$ cat config.mk
export PLATFORM = sky130hd
export DESIGN_NAME = csrSubsystem
export DESIGN_NICKNAME = d
export VERILOG_FILES = /design/src/source/csrPkg.sv /design/src/source/csrSubsystem.sv /design/src/source/perfCounterBank.sv /design/src/source/interruptArbiter.sv /design/src/source/csrFile.sv
export SDC_FILE = /design/constraint.sdc
export NUM_CORES = 1
export LEC_CHECK = 0
export ABC_AREA = 1
export BUFFER_PORTS_ARGS = -buffer_cell sky130_fd_sc_hd__buf_2
export CAP_MARGIN = 20
export CORE_UTILIZATION = 35
export CTS_CLUSTER_DIAMETER = 40
export CTS_CLUSTER_SIZE = 30
export DETAILED_ROUTE_END_ITERATION = 8
export GPL_TIMING_DRIVEN = 0
export HOLD_SLACK_MARGIN = 0.15
export MAX_ROUTING_LAYER = met4
export SYNTH_ARGS = -nofsm -noshare
export SYNTH_HDL_FRONTEND = slang
export SYNTH_SLANG_ARGS = --single-unit
$ cat constraint.sdc
create_clock -name clk -period 6.6 [get_ports clk]
set_input_delay 0.66 -clock clk [delete_from_list [all_inputs] [get_ports clk]]
set_output_delay 0.66 -clock clk [all_outputs]
set_load 0.02 [all_outputs]
$ cat src/source/csrPkg.sv
/*
 * Shared types and constants of the machine-mode CSR subsystem.
 * Holds the CSR numbers, operation and execution codes and the register layouts.
 * Imported by every RTL module and by the testbench.
 */
`default_nettype none

package csrPkg;

    localparam int dataWidth = 32;

    typedef logic [11:0] csrNumT;

    // Machine-mode CSR numbers
    localparam csrNumT csrNumMstatus = 12'h300;
    localparam csrNumT csrNumMie = 12'h304;
    localparam csrNumT csrNumMtvec = 12'h305;
    localparam csrNumT csrNumMscratch = 12'h340;
    localparam csrNumT csrNumMepc = 12'h341;
    localparam csrNumT csrNumMcause = 12'h342;
    localparam csrNumT csrNumMtval = 12'h343;
    localparam csrNumT csrNumMip = 12'h344;
    localparam csrNumT csrNumMcycle = 12'hB00;
    localparam csrNumT csrNumMinstret = 12'hB02;
    localparam csrNumT csrNumMhpmcounter3 = 12'hB03;
    localparam csrNumT csrNumMhpmcounter4 = 12'hB04;
    localparam csrNumT csrNumMhpmcounter5 = 12'hB05;
    localparam csrNumT csrNumMhpmcounter6 = 12'hB06;

    // Low two bits of the jump target in direct mode
    localparam logic [1:0] mtvecBasePadding = 2'b00;

    typedef enum logic [1:0] {
        csrOpWrite = 2'd0,
        csrOpSet   = 2'd1,
        csrOpClear = 2'd2
    } csrOpT;

    typedef enum logic [3:0] {
        trapEcall            = 4'd0,
        trapEbreak           = 4'd1,
        trapMret             = 4'd2,
        faultLoadMisaligned  = 4'd3,
        faultLoadViolation   = 4'd4,
        faultStoreMisaligned = 4'd5,
        faultStoreViolation  = 4'd6,
        faultInsnIllegal     = 4'd7,
        faultInsnViolation   = 4'd8,
        faultInsnMisaligned  = 4'd9
    } execStateT;

    typedef logic [3:0] trapCodeT;
    typedef logic [3:0] interruptCodeT;
    typedef logic [3:0] extIntCodeT;
    typedef logic [1:0] commitCountT;

    localparam interruptCodeT intCodeMachineTimer = 4'd7;
    localparam interruptCodeT intCodeMachineExternal = 4'd11;

    // Exception cause numbers of the privileged spec
    function automatic trapCodeT trapCodeFromExec(execStateT state);
        trapCodeT code;
        case (state)
            trapEcall:            code = 4'd11;
            trapEbreak:           code = 4'd3;
            faultLoadMisaligned:  code = 4'd4;
            faultLoadViolation:   code = 4'd5;
            faultStoreMisaligned: code = 4'd6;
            faultStoreViolation:  code = 4'd7;
            faultInsnIllegal:     code = 4'd2;
            faultInsnViolation:   code = 4'd1;
            faultInsnMisaligned:  code = 4'd0;
            default:              code = 4'd0;
        endcase
        return code;
    endfunction

    // Same four bits, read as an interrupt or as a trap
    typedef union packed {
        trapCodeT      trapCode;
        interruptCodeT interruptCode;
    } mcauseCodeU;

    typedef struct packed {
        logic        isInterrupt;
        logic [26:0] zero;
        mcauseCodeU  code;
    } mcauseT;

    typedef struct packed {
        logic [23:0] reserved2;
        logic        mpie;
        logic [2:0]  reserved1;
        logic        mie;
        logic [2:0]  reserved0;
    } mstatusT;

    typedef struct packed {
        logic [19:0] reserved2;
        logic        meip;
        logic [2:0]  reserved1;
        logic        mtip;
        logic [6:0]  reserved0;
    } mipT;

    typedef struct packed {
        logic [19:0] reserved2;
        logic        meie;
        logic [2:0]  reserved1;
        logic        mtie;
        logic [6:0]  reserved0;
    } mieT;

    typedef struct packed {
        logic [29:0] base;
        logic [1:0]  mode;
    } mtvecT;

    typedef struct packed {
        mstatusT                mstatus;
        mipT                    mip;
        mieT                    mie;
        mcauseT                 mcause;
        mtvecT                  mtvec;
        logic [dataWidth-1:0]   mtval;
        logic [dataWidth-1:0]   mepc;
        logic [dataWidth-1:0]   mscratch;
        logic [dataWidth-1:0]   mcycle;
        logic [dataWidth-1:0]   minstret;
    } csrBodyT;

    typedef struct packed {
        logic                 we;
        csrOpT                op;
        csrNumT               num;
        logic [dataWidth-1:0] writeData;
    } csrReqT;

    typedef struct packed {
        logic                 valid;
        execStateT            cause;
        logic [dataWidth-1:0] pc;
        logic [dataWidth-1:0] dataAddr;
    } trapReqT;

    typedef struct packed {
        logic                 valid;
        interruptCodeT        code;
        logic [dataWidth-1:0] retAddr;
    } intReqT;

    typedef struct packed {
        logic loadMiss;
        logic storeMiss;
        logic icMiss;
        logic branchMiss;
    } perfEventT;

    typedef struct packed {
        logic [dataWidth-1:0] loadMiss;
        logic [dataWidth-1:0] storeMiss;
        logic [dataWidth-1:0] icMiss;
        logic [dataWidth-1:0] branchMiss;
    } perfCountT;

endpackage

`default_nettype wire
$ cat src/source/csrSubsystem.sv
/*
 * Top level of the CSR subsystem.
 * Connects the interrupt arbiter and the event counters to the CSR file.
 */
`default_nettype none

module csrSubsystem
    import csrPkg::*;
(
    input  wire logic                 clk,
    input  wire logic                 rstN,
    input  wire csrReqT               csrReq,
    input  wire trapReqT              trapReq,
    input  wire commitCountT          commitNum,
    input  wire logic                 intWindow,
    input  wire logic [dataWidth-1:0] intRetAddr,
    input  wire logic                 reqTimerInt,
    input  wire logic                 reqExtInt,
    input  wire extIntCodeT           extIntCode,
    input  wire perfEventT            perfEvent,
    output logic [dataWidth-1:0]      readData,
    output logic [dataWidth-1:0]      targetAddr,
    output csrBodyT                   csrWhole,
    output intReqT                    intTaken,
    output extIntCodeT                extIntCodeOut
);

    perfCountT perfCount;
    intReqT intReq;
    csrBodyT csrState;

    perfCounterBank i_perfCounterBank (
        .clk       (clk),
        .rstN      (rstN),
        .perfEvent (perfEvent),
        .perfCount (perfCount)
    );

    // Sees the registered mip, one cycle after the request lines
    interruptArbiter i_interruptArbiter (
        .csrWhole   (csrState),
        .intWindow  (intWindow),
        .intRetAddr (intRetAddr),
        .intReq     (intReq)
    );

    csrFile i_csrFile (
        .clk           (clk),
        .rstN          (rstN),
        .csrReq        (csrReq),
        .trapReq       (trapReq),
        .intReq        (intReq),
        .commitNum     (commitNum),
        .reqTimerInt   (reqTimerInt),
        .reqExtInt     (reqExtInt),
        .extIntCode    (extIntCode),
        .perfCount     (perfCount),
        .readData      (readData),
        .targetAddr    (targetAddr),
        .csrWhole      (csrState),
        .extIntCodeOut (extIntCodeOut)
    );

    assign csrWhole = csrState;
    assign intTaken = intReq;

endmodule

`default_nettype wire

$ cat src/source/perfCounterBank.sv
/*
 * Four wrapping event counters for the mhpmcounter3 to mhpmcounter6 CSRs.
 * Each counter advances by one on a cycle in which its strobe is high.
 */
`default_nettype none

module perfCounterBank
    import csrPkg::*;
(
    input  wire logic      clk,
    input  wire logic      rstN,
    input  wire perfEventT perfEvent,
    output perfCountT      perfCount
);

    perfCountT countReg;
    perfCountT countNext;

    always_comb begin
        countNext = countReg;
        if (perfEvent.loadMiss) begin
            countNext.loadMiss = countReg.loadMiss + dataWidth'(1);
        end
        if (perfEvent.storeMiss) begin
            countNext.storeMiss = countReg.storeMiss + dataWidth'(1);
        end
        if (perfEvent.icMiss) begin
            countNext.icMiss = countReg.icMiss + dataWidth'(1);
        end
        // Mispredicted branches
        if (perfEvent.branchMiss) begin
            countNext.branchMiss = countReg.branchMiss + dataWidth'(1);
        end
    end

    always_ff @(posedge clk or negedge rstN) begin
        if (!rstN) begin
            countReg <= '0;
        end else begin
            countReg <= countNext;
        end
    end

    assign perfCount = countReg;

endmodule

`default_nettype wire

$ cat src/source/interruptArbiter.sv
/*
 * Decides whether an interrupt is taken in the current commit window.
 * Looks only at mstatus, mie and mip; external wins over timer.
 */
`default_nettype none

module interruptArbiter
    import csrPkg::*;
(
    input  wire csrBodyT              csrWhole,
    input  wire logic                 intWindow,
    input  wire logic [dataWidth-1:0] intRetAddr,
    output intReqT                    intReq
);

    logic timerPending;
    logic extPending;
    logic anyPending;
    interruptCodeT winCode;

    // Per-source enable and pending, gated by the global enable
    always_comb begin
        timerPending = csrWhole.mstatus.mie
                     & csrWhole.mie.mtie
                     & csrWhole.mip.mtip;
        extPending = csrWhole.mstatus.mie
                   & csrWhole.mie.meie
                   & csrWhole.mip.meip;
        anyPending = timerPending | extPending;
    end

    // Fixed priority
    always_comb begin
        if (extPending) begin
            winCode = intCodeMachineExternal;
        end else begin
            winCode = intCodeMachineTimer;
        end
    end

    // Taken only where the pipeline can accept it
    always_comb begin
        intReq.valid = anyPending & intWindow;
        intReq.code = winCode;
        intReq.retAddr = intRetAddr;
    end

endmodule

`default_nettype wire

$ cat src/source/csrFile.sv
/*
 * Machine-mode CSR register body with read decode and write/set/clear operations.
 * Applies interrupt entry, trap entry and MRET, and picks the front-end jump target.
 * One action per cycle: interrupt before trap before CSR operation.
 */
`default_nettype none

module csrFile
    import csrPkg::*;
(
    input  wire logic                 clk,
    input  wire logic                 rstN,
    input  wire csrReqT               csrReq,
    input  wire trapReqT              trapReq,
    input  wire intReqT               intReq,
    input  wire commitCountT          commitNum,
    input  wire logic                 reqTimerInt,
    input  wire logic                 reqExtInt,
    input  wire extIntCodeT           extIntCode,
    input  wire perfCountT            perfCount,
    output logic [dataWidth-1:0]      readData,
    output logic [dataWidth-1:0]      targetAddr,
    output csrBodyT                   csrWhole,
    output extIntCodeT                extIntCodeOut
);

    csrBodyT csrReg;
    csrBodyT csrNext;
    logic [dataWidth-1:0] readValue;
    logic [dataWidth-1:0] writeValue;
    commitCountT regCommitNum;

    // The interrupt fires a cycle after the request is latched in mip,
    // so the external source code is delayed to match
    extIntCodeT extIntCodeReg;

    always_ff @(posedge clk or negedge rstN) begin
        if (!rstN) begin
            csrReg <= '0;
            regCommitNum <= '0;
            extIntCodeReg <= '0;
        end else begin
            csrReg <= csrNext;
            regCommitNum <= commitNum;
            extIntCodeReg <= extIntCode;
        end
    end

    // Read decode
    always_comb begin
        case (csrReq.num)
            csrNumMstatus:      readValue = csrReg.mstatus;
            csrNumMip:          readValue = csrReg.mip;
            csrNumMie:          readValue = csrReg.mie;
            csrNumMcause:       readValue = csrReg.mcause;
            csrNumMtvec:        readValue = csrReg.mtvec;
            csrNumMtval:        readValue = csrReg.mtval;
            csrNumMepc:         readValue = csrReg.mepc;
            csrNumMscratch:     readValue = csrReg.mscratch;
            csrNumMcycle:       readValue = csrReg.mcycle;
            csrNumMinstret:     readValue = csrReg.minstret;
            csrNumMhpmcounter3: readValue = perfCount.loadMiss;
            csrNumMhpmcounter4: readValue = perfCount.storeMiss;
            csrNumMhpmcounter5: readValue = perfCount.icMiss;
            csrNumMhpmcounter6: readValue = perfCount.branchMiss;
            default:            readValue = '0;
        endcase
    end

    // Operand merged with the old value
    always_comb begin
        case (csrReq.op)
            csrOpWrite: writeValue = csrReq.writeData;
            csrOpSet:   writeValue = readValue | csrReq.writeData;
            csrOpClear: writeValue = readValue & ~csrReq.writeData;
            default:    writeValue = csrReq.writeData;
        endcase
    end

    always_comb begin
        csrNext = csrReg;

        // Counters first, so a software write below overrides them
        csrNext.mcycle = csrReg.mcycle + dataWidth'(1);
        csrNext.minstret = csrReg.minstret + dataWidth'(regCommitNum);

        if (intReq.valid) begin
            csrNext.mstatus.mpie = csrReg.mstatus.mie;
            csrNext.mstatus.mie = 1'b0;
            csrNext.mepc = intReq.retAddr;
            csrNext.mtval = intReq.retAddr;
            csrNext.mcause.isInterrupt = 1'b1;
            csrNext.mcause.code.interruptCode = intReq.code;
        end else if (trapReq.valid) begin
            if (trapReq.cause == trapMret) begin
                // Return restores the saved enable
                csrNext.mstatus.mie = csrReg.mstatus.mpie;
            end else begin
                csrNext.mstatus.mpie = csrReg.mstatus.mie;
                csrNext.mstatus.mie = 1'b0;
                csrNext.mepc = trapReq.pc;
                csrNext.mtval = trapReq.dataAddr;
                csrNext.mcause.isInterrupt = 1'b0;
                csrNext.mcause.code.trapCode = trapCodeFromExec(trapReq.cause);
            end
        end else if (csrReq.we) begin
            case (csrReq.num)
                csrNumMstatus:  csrNext.mstatus = mstatusT'(writeValue);
                csrNumMie:      csrNext.mie = mieT'(writeValue);
                csrNumMcause:   csrNext.mcause = mcauseT'(writeValue);
                csrNumMtvec:    csrNext.mtvec = mtvecT'(writeValue);
                csrNumMtval:    csrNext.mtval = writeValue;
                // mepc is always halfword aligned
                csrNumMepc:     csrNext.mepc = {writeValue[dataWidth-1:1], 1'b0};
                csrNumMscratch: csrNext.mscratch = writeValue;
                csrNumMcycle:   csrNext.mcycle = writeValue;
                csrNumMinstret: csrNext.minstret = writeValue;
                // mip and unknown numbers are read only here
                default:        ;
            endcase
        end

        // Pending bits follow the request lines
        csrNext.mip.mtip = reqTimerInt;
        csrNext.mip.meip = reqExtInt;
    end

    // Jump target for the front end
    always_comb begin
        if (trapReq.cause == trapMret) begin
            targetAddr = csrReg.mepc;
        end else begin
            targetAddr = {csrReg.mtvec.base, mtvecBasePadding};
        end
    end

    assign readData = readValue;
    assign csrWhole = csrReg;
    assign extIntCodeOut = extIntCodeReg;

endmodule

`default_nettype wire

==> results.md <==
Yosys
- 47 — count of distinct cell types in the synthesized netlist
- dfrtp_1 — most frequently used flop master after synthesis
- dfrtp_1 (44%), nand2_1 (11%), nand3_1 (6.9%) — largest cells by area after synthesis
- 24200 um2 — total standard cell area after synthesis
- 7.65 um2 — Avg Cell Area, Syn
- 43.8% — part of the Yosys area used for sequential elements
- nand2_1 (678), dfrtp_1 (424), nand3_1 (332), inv_1 (282), nor2_1 (278) — list of most frequent post-synthesis cells
- nand2_1 — most common cell in the netlist
- 0 — warnings from Yosys
- 424 — register bit count reported by yosys
- 0 — EDFF count, synth
- 3166 — count of mapped cells out of synthesis
- 43.8% — portion of synthesized cell area occupied by the leading cell type
- 100% — ys async rst share
- dfrtp_1 — cell type with the highest aggregate area in the netlist

Worst setup path
- 10 — worst reg-to-reg path cell count
- 10 — Max Fanout on Critical Path
- csrReq[35] — Critical Path Source
- input pin — crit start category
- input pin to output pin — Crit Path Class
- 3.49 ns — critical path arrival
- buf_2, nor2_2, inv_2, nor2_4, nand2_4, buf_2, o21ai_0, nor3_1, nand2_1, buf_2 — cell-by-cell trace of the critical path
- 0.67 ns — longest individual stage delay on the worst path
- output pin — Worst setup EP type
- buf_2 — cell with the most instances on the worst path
- 5.94 ns — required arrival time at the worst endpoint
- o21ai_0 — worst-path cell with the longest stage delay
- i_csrFile.csrWhole[291]$_DFFE_PN0P_ — launching point of the worst reg2reg path

CTS
- 0.05 ns — Clock Pin Slew Worst Setup and Hold Paths
- 3 — number of levels the H-tree was split into
- 0.66 ns — insertion delay of the later-clocked pin in the worst-skew pair
- yes — clock tree from TritonCTS
- 85 — TritonCTS buffer count
- 0 — PostCTS Resize Cnt
- 3 — maximum number of buffers from clock root to sink
- 424 — clock sink count
- clkbuf_16 — Clock Root Buffer

Floorplanning
- 588 — IO Pins
- 96 — number of cell rows
- 70300 um2 — die area
- 68600 um2 — CORE AREA
- 35.3% — initial core utilization
- 265 um — die span in y
- 265 um — Die Wd

Routing
- 57.9 mm — routed metal-1 wirelength
- 145 mm — wire length reported by the detailed router
- 27526 — via count
- met4 — highest routing layer actually used
- 5 — number of search-and-repair iterations in the first detailed-routing pass
- 14.7 mm — routed length on met3
- 29.8 um — mean routed wirelength per cell
- 0 — antenna-violating nets left
- 0 — remaining routing DRC violations
- 62.5 mm — detailed-routed wire length on met2
- 5.67 — per-cell via count in the routed design
- 3693 — First DRT Iteration DRCs

Timing
- 16.7% — Slew headroom
- 4.15 ns — shortest clock period the worst path allows after layout
- 0 — final-report hold violation count
- 0 — final setup violation count
- 0.0452 ns — worst clock skew
- 0 — count of final max-slew check failures
- 0 ns — final setup TNS
- false — RSZ-0062 raised after global routing
- 1.25 ns — slew of the pin with the lowest slew margin
- 241 MHz — Max Freq
- 62.8% — post-route fraction of the period consumed by the critical path

Final layout
- 30.0% — signed area change from the synthesized netlist to the final layout
- 4851 — final standard cell count with taps included and fillers excluded
- 4021 — number of nets in the final layout
- 23.4% — layout cell share with drive strength beyond 1
- 45.9% — utilization after layout
- 31500 um2 — Final Cell Area

Worst hold path
- perfEvent[3] — source of the worst hold timing path
- 2 — number of cells on the worst hold path
- input pin to register — path category of the worst min-delay check

Global routing
- 25868 — vias in the first global route
- 116 — largest net degree at the start of global routing
- 0 — total gr overflow
- 41.6% — GR Util All Layers
- 198 mm — first-pass GRT wire length
- 9 — initial antenna violation count

Placed design
- 4683 — cell count after placement
- 1.06 — Final GP Congestion
- 116 mm — placed wire-length estimate after detailed placement
- 552 — number of input and output port buffers inserted
- 28400 um2 — cell area after placement

Power
- 15.9 nW — Pleak
- 175 uV — Max IR drop VDD
- 282 nW/um2 — total power density per cell area

Run status
- complete, no violations — run status

Run
- 0 — max-cap viol count

## metal layers
| layer | track usage (%) | up-vias |
|---|---|---|
| li1 | - | 11816 |
| met1 | 53.8 | 13366 |
| met2 | 60.1 | 1895 |
| met3 | 9.48 | 449 |
| met4 | 22.7 | 0 |
| met5 | - | - |
## logic make-up after synthesis
logic type	synth area share, %
fa+ha+maj	0.548
flops	43.8
xor+xnor	6.18
simple gates	28.2
mux	0.0465
compound gates	11.8
other cells	0.0310
buf+inv	9.44
## critical path, delay by kind of cell
kind	cells	cell delay, ns
AO/OA/AOI/OAI	1	0.67
buffers and inverters	4	0.75
AND/OR/NAND/NOR	5	1.35
## flip-flops by register name (all words and copies together), names as in the netlist
register and count:
i_csrFile.csrWhole 290, i_csrFile.regCommitNum 2, i_perfCounterBank.perfCount 128, i_csrFile.extIntCodeOut 4
## cell usage in the layout, fill, tap and decap left out, types with 32 or more instances in the layout
master	synthesis	routed
a21oi_1	106	106
o21ai_1	165	165
buf_4	72	72
buf_2	43	594
xor2_1	140	140
nand2_1	678	678
nand3_1	332	332
nand2_2	34	34
o21ai_0	134	134
inv_1	282	282
dfrtp_1	424	424
clkbuf_16	0	85
a211oi_1	59	59
nand4_1	71	71
nor2_1	278	278
conb_1	2	32
clkbuf_1	71	80
nor3_1	89	89
## repair_timing
action                    in CTS  in global routing
hold endpoints to repair     114                  0
hold buffers                   9                  0
buffers inserted               0                  0
## area by class of cell
| cell class | count | area [um2] |
|---|---|---|
| diodes | 3 | 7.51 |
| plain buffers | 200 | 1140 |
| clock buffers | 99 | 2230 |
| clock inverters | 57 | 791 |
| fillers | 7101 | 37100 |
| inverters | 304 | 1140 |
| multi-input cells | 2268 | 11400 |
| flip-flops and latches | 424 | 10600 |
| well taps | 931 | 1160 |
| repair buffers | 565 | 2970 |
## metrics by stage
step	total power [mW]	hold slack (ns)	setup slack, ns
after floorplan	3.67	0.364	4.12
after global placement	4.27	0.459	-4.28
after detailed placement	4.29	0.463	2.47
after CTS	8.86	0.251	2.60
after global routing	9.10	0.300	2.60
final	8.88	0.275	2.45
## path summary, 6_finish.rpt
check	endpoint	slack, ns
setup / recovery	readData[13]	2.45
hold / removal	i_perfCounterBank.perfCount[96]$_DFFE_PN0P_	0.27
setup reg to reg	i_csrFile.csrWhole[313]$_DFFE_PN0P_	2.93
hold reg to reg	i_perfCounterBank.perfCount[12]$_DFFE_PN0P_	0.47
max in group asynchronous	i_csrFile.csrWhole[194]$_DFFE_PN0P_	4.44
min in group asynchronous	i_csrFile.csrWhole[23]$_DFF_PN0_	0.69
## where the power goes
part	switching (mW)	internal [mW]
Combinational	0.822	0.361
Clock	1.67	2.91
Sequential	0.307	2.80
Total	2.80	6.08
Note: power is estimated with default switching activity, not from simulation.
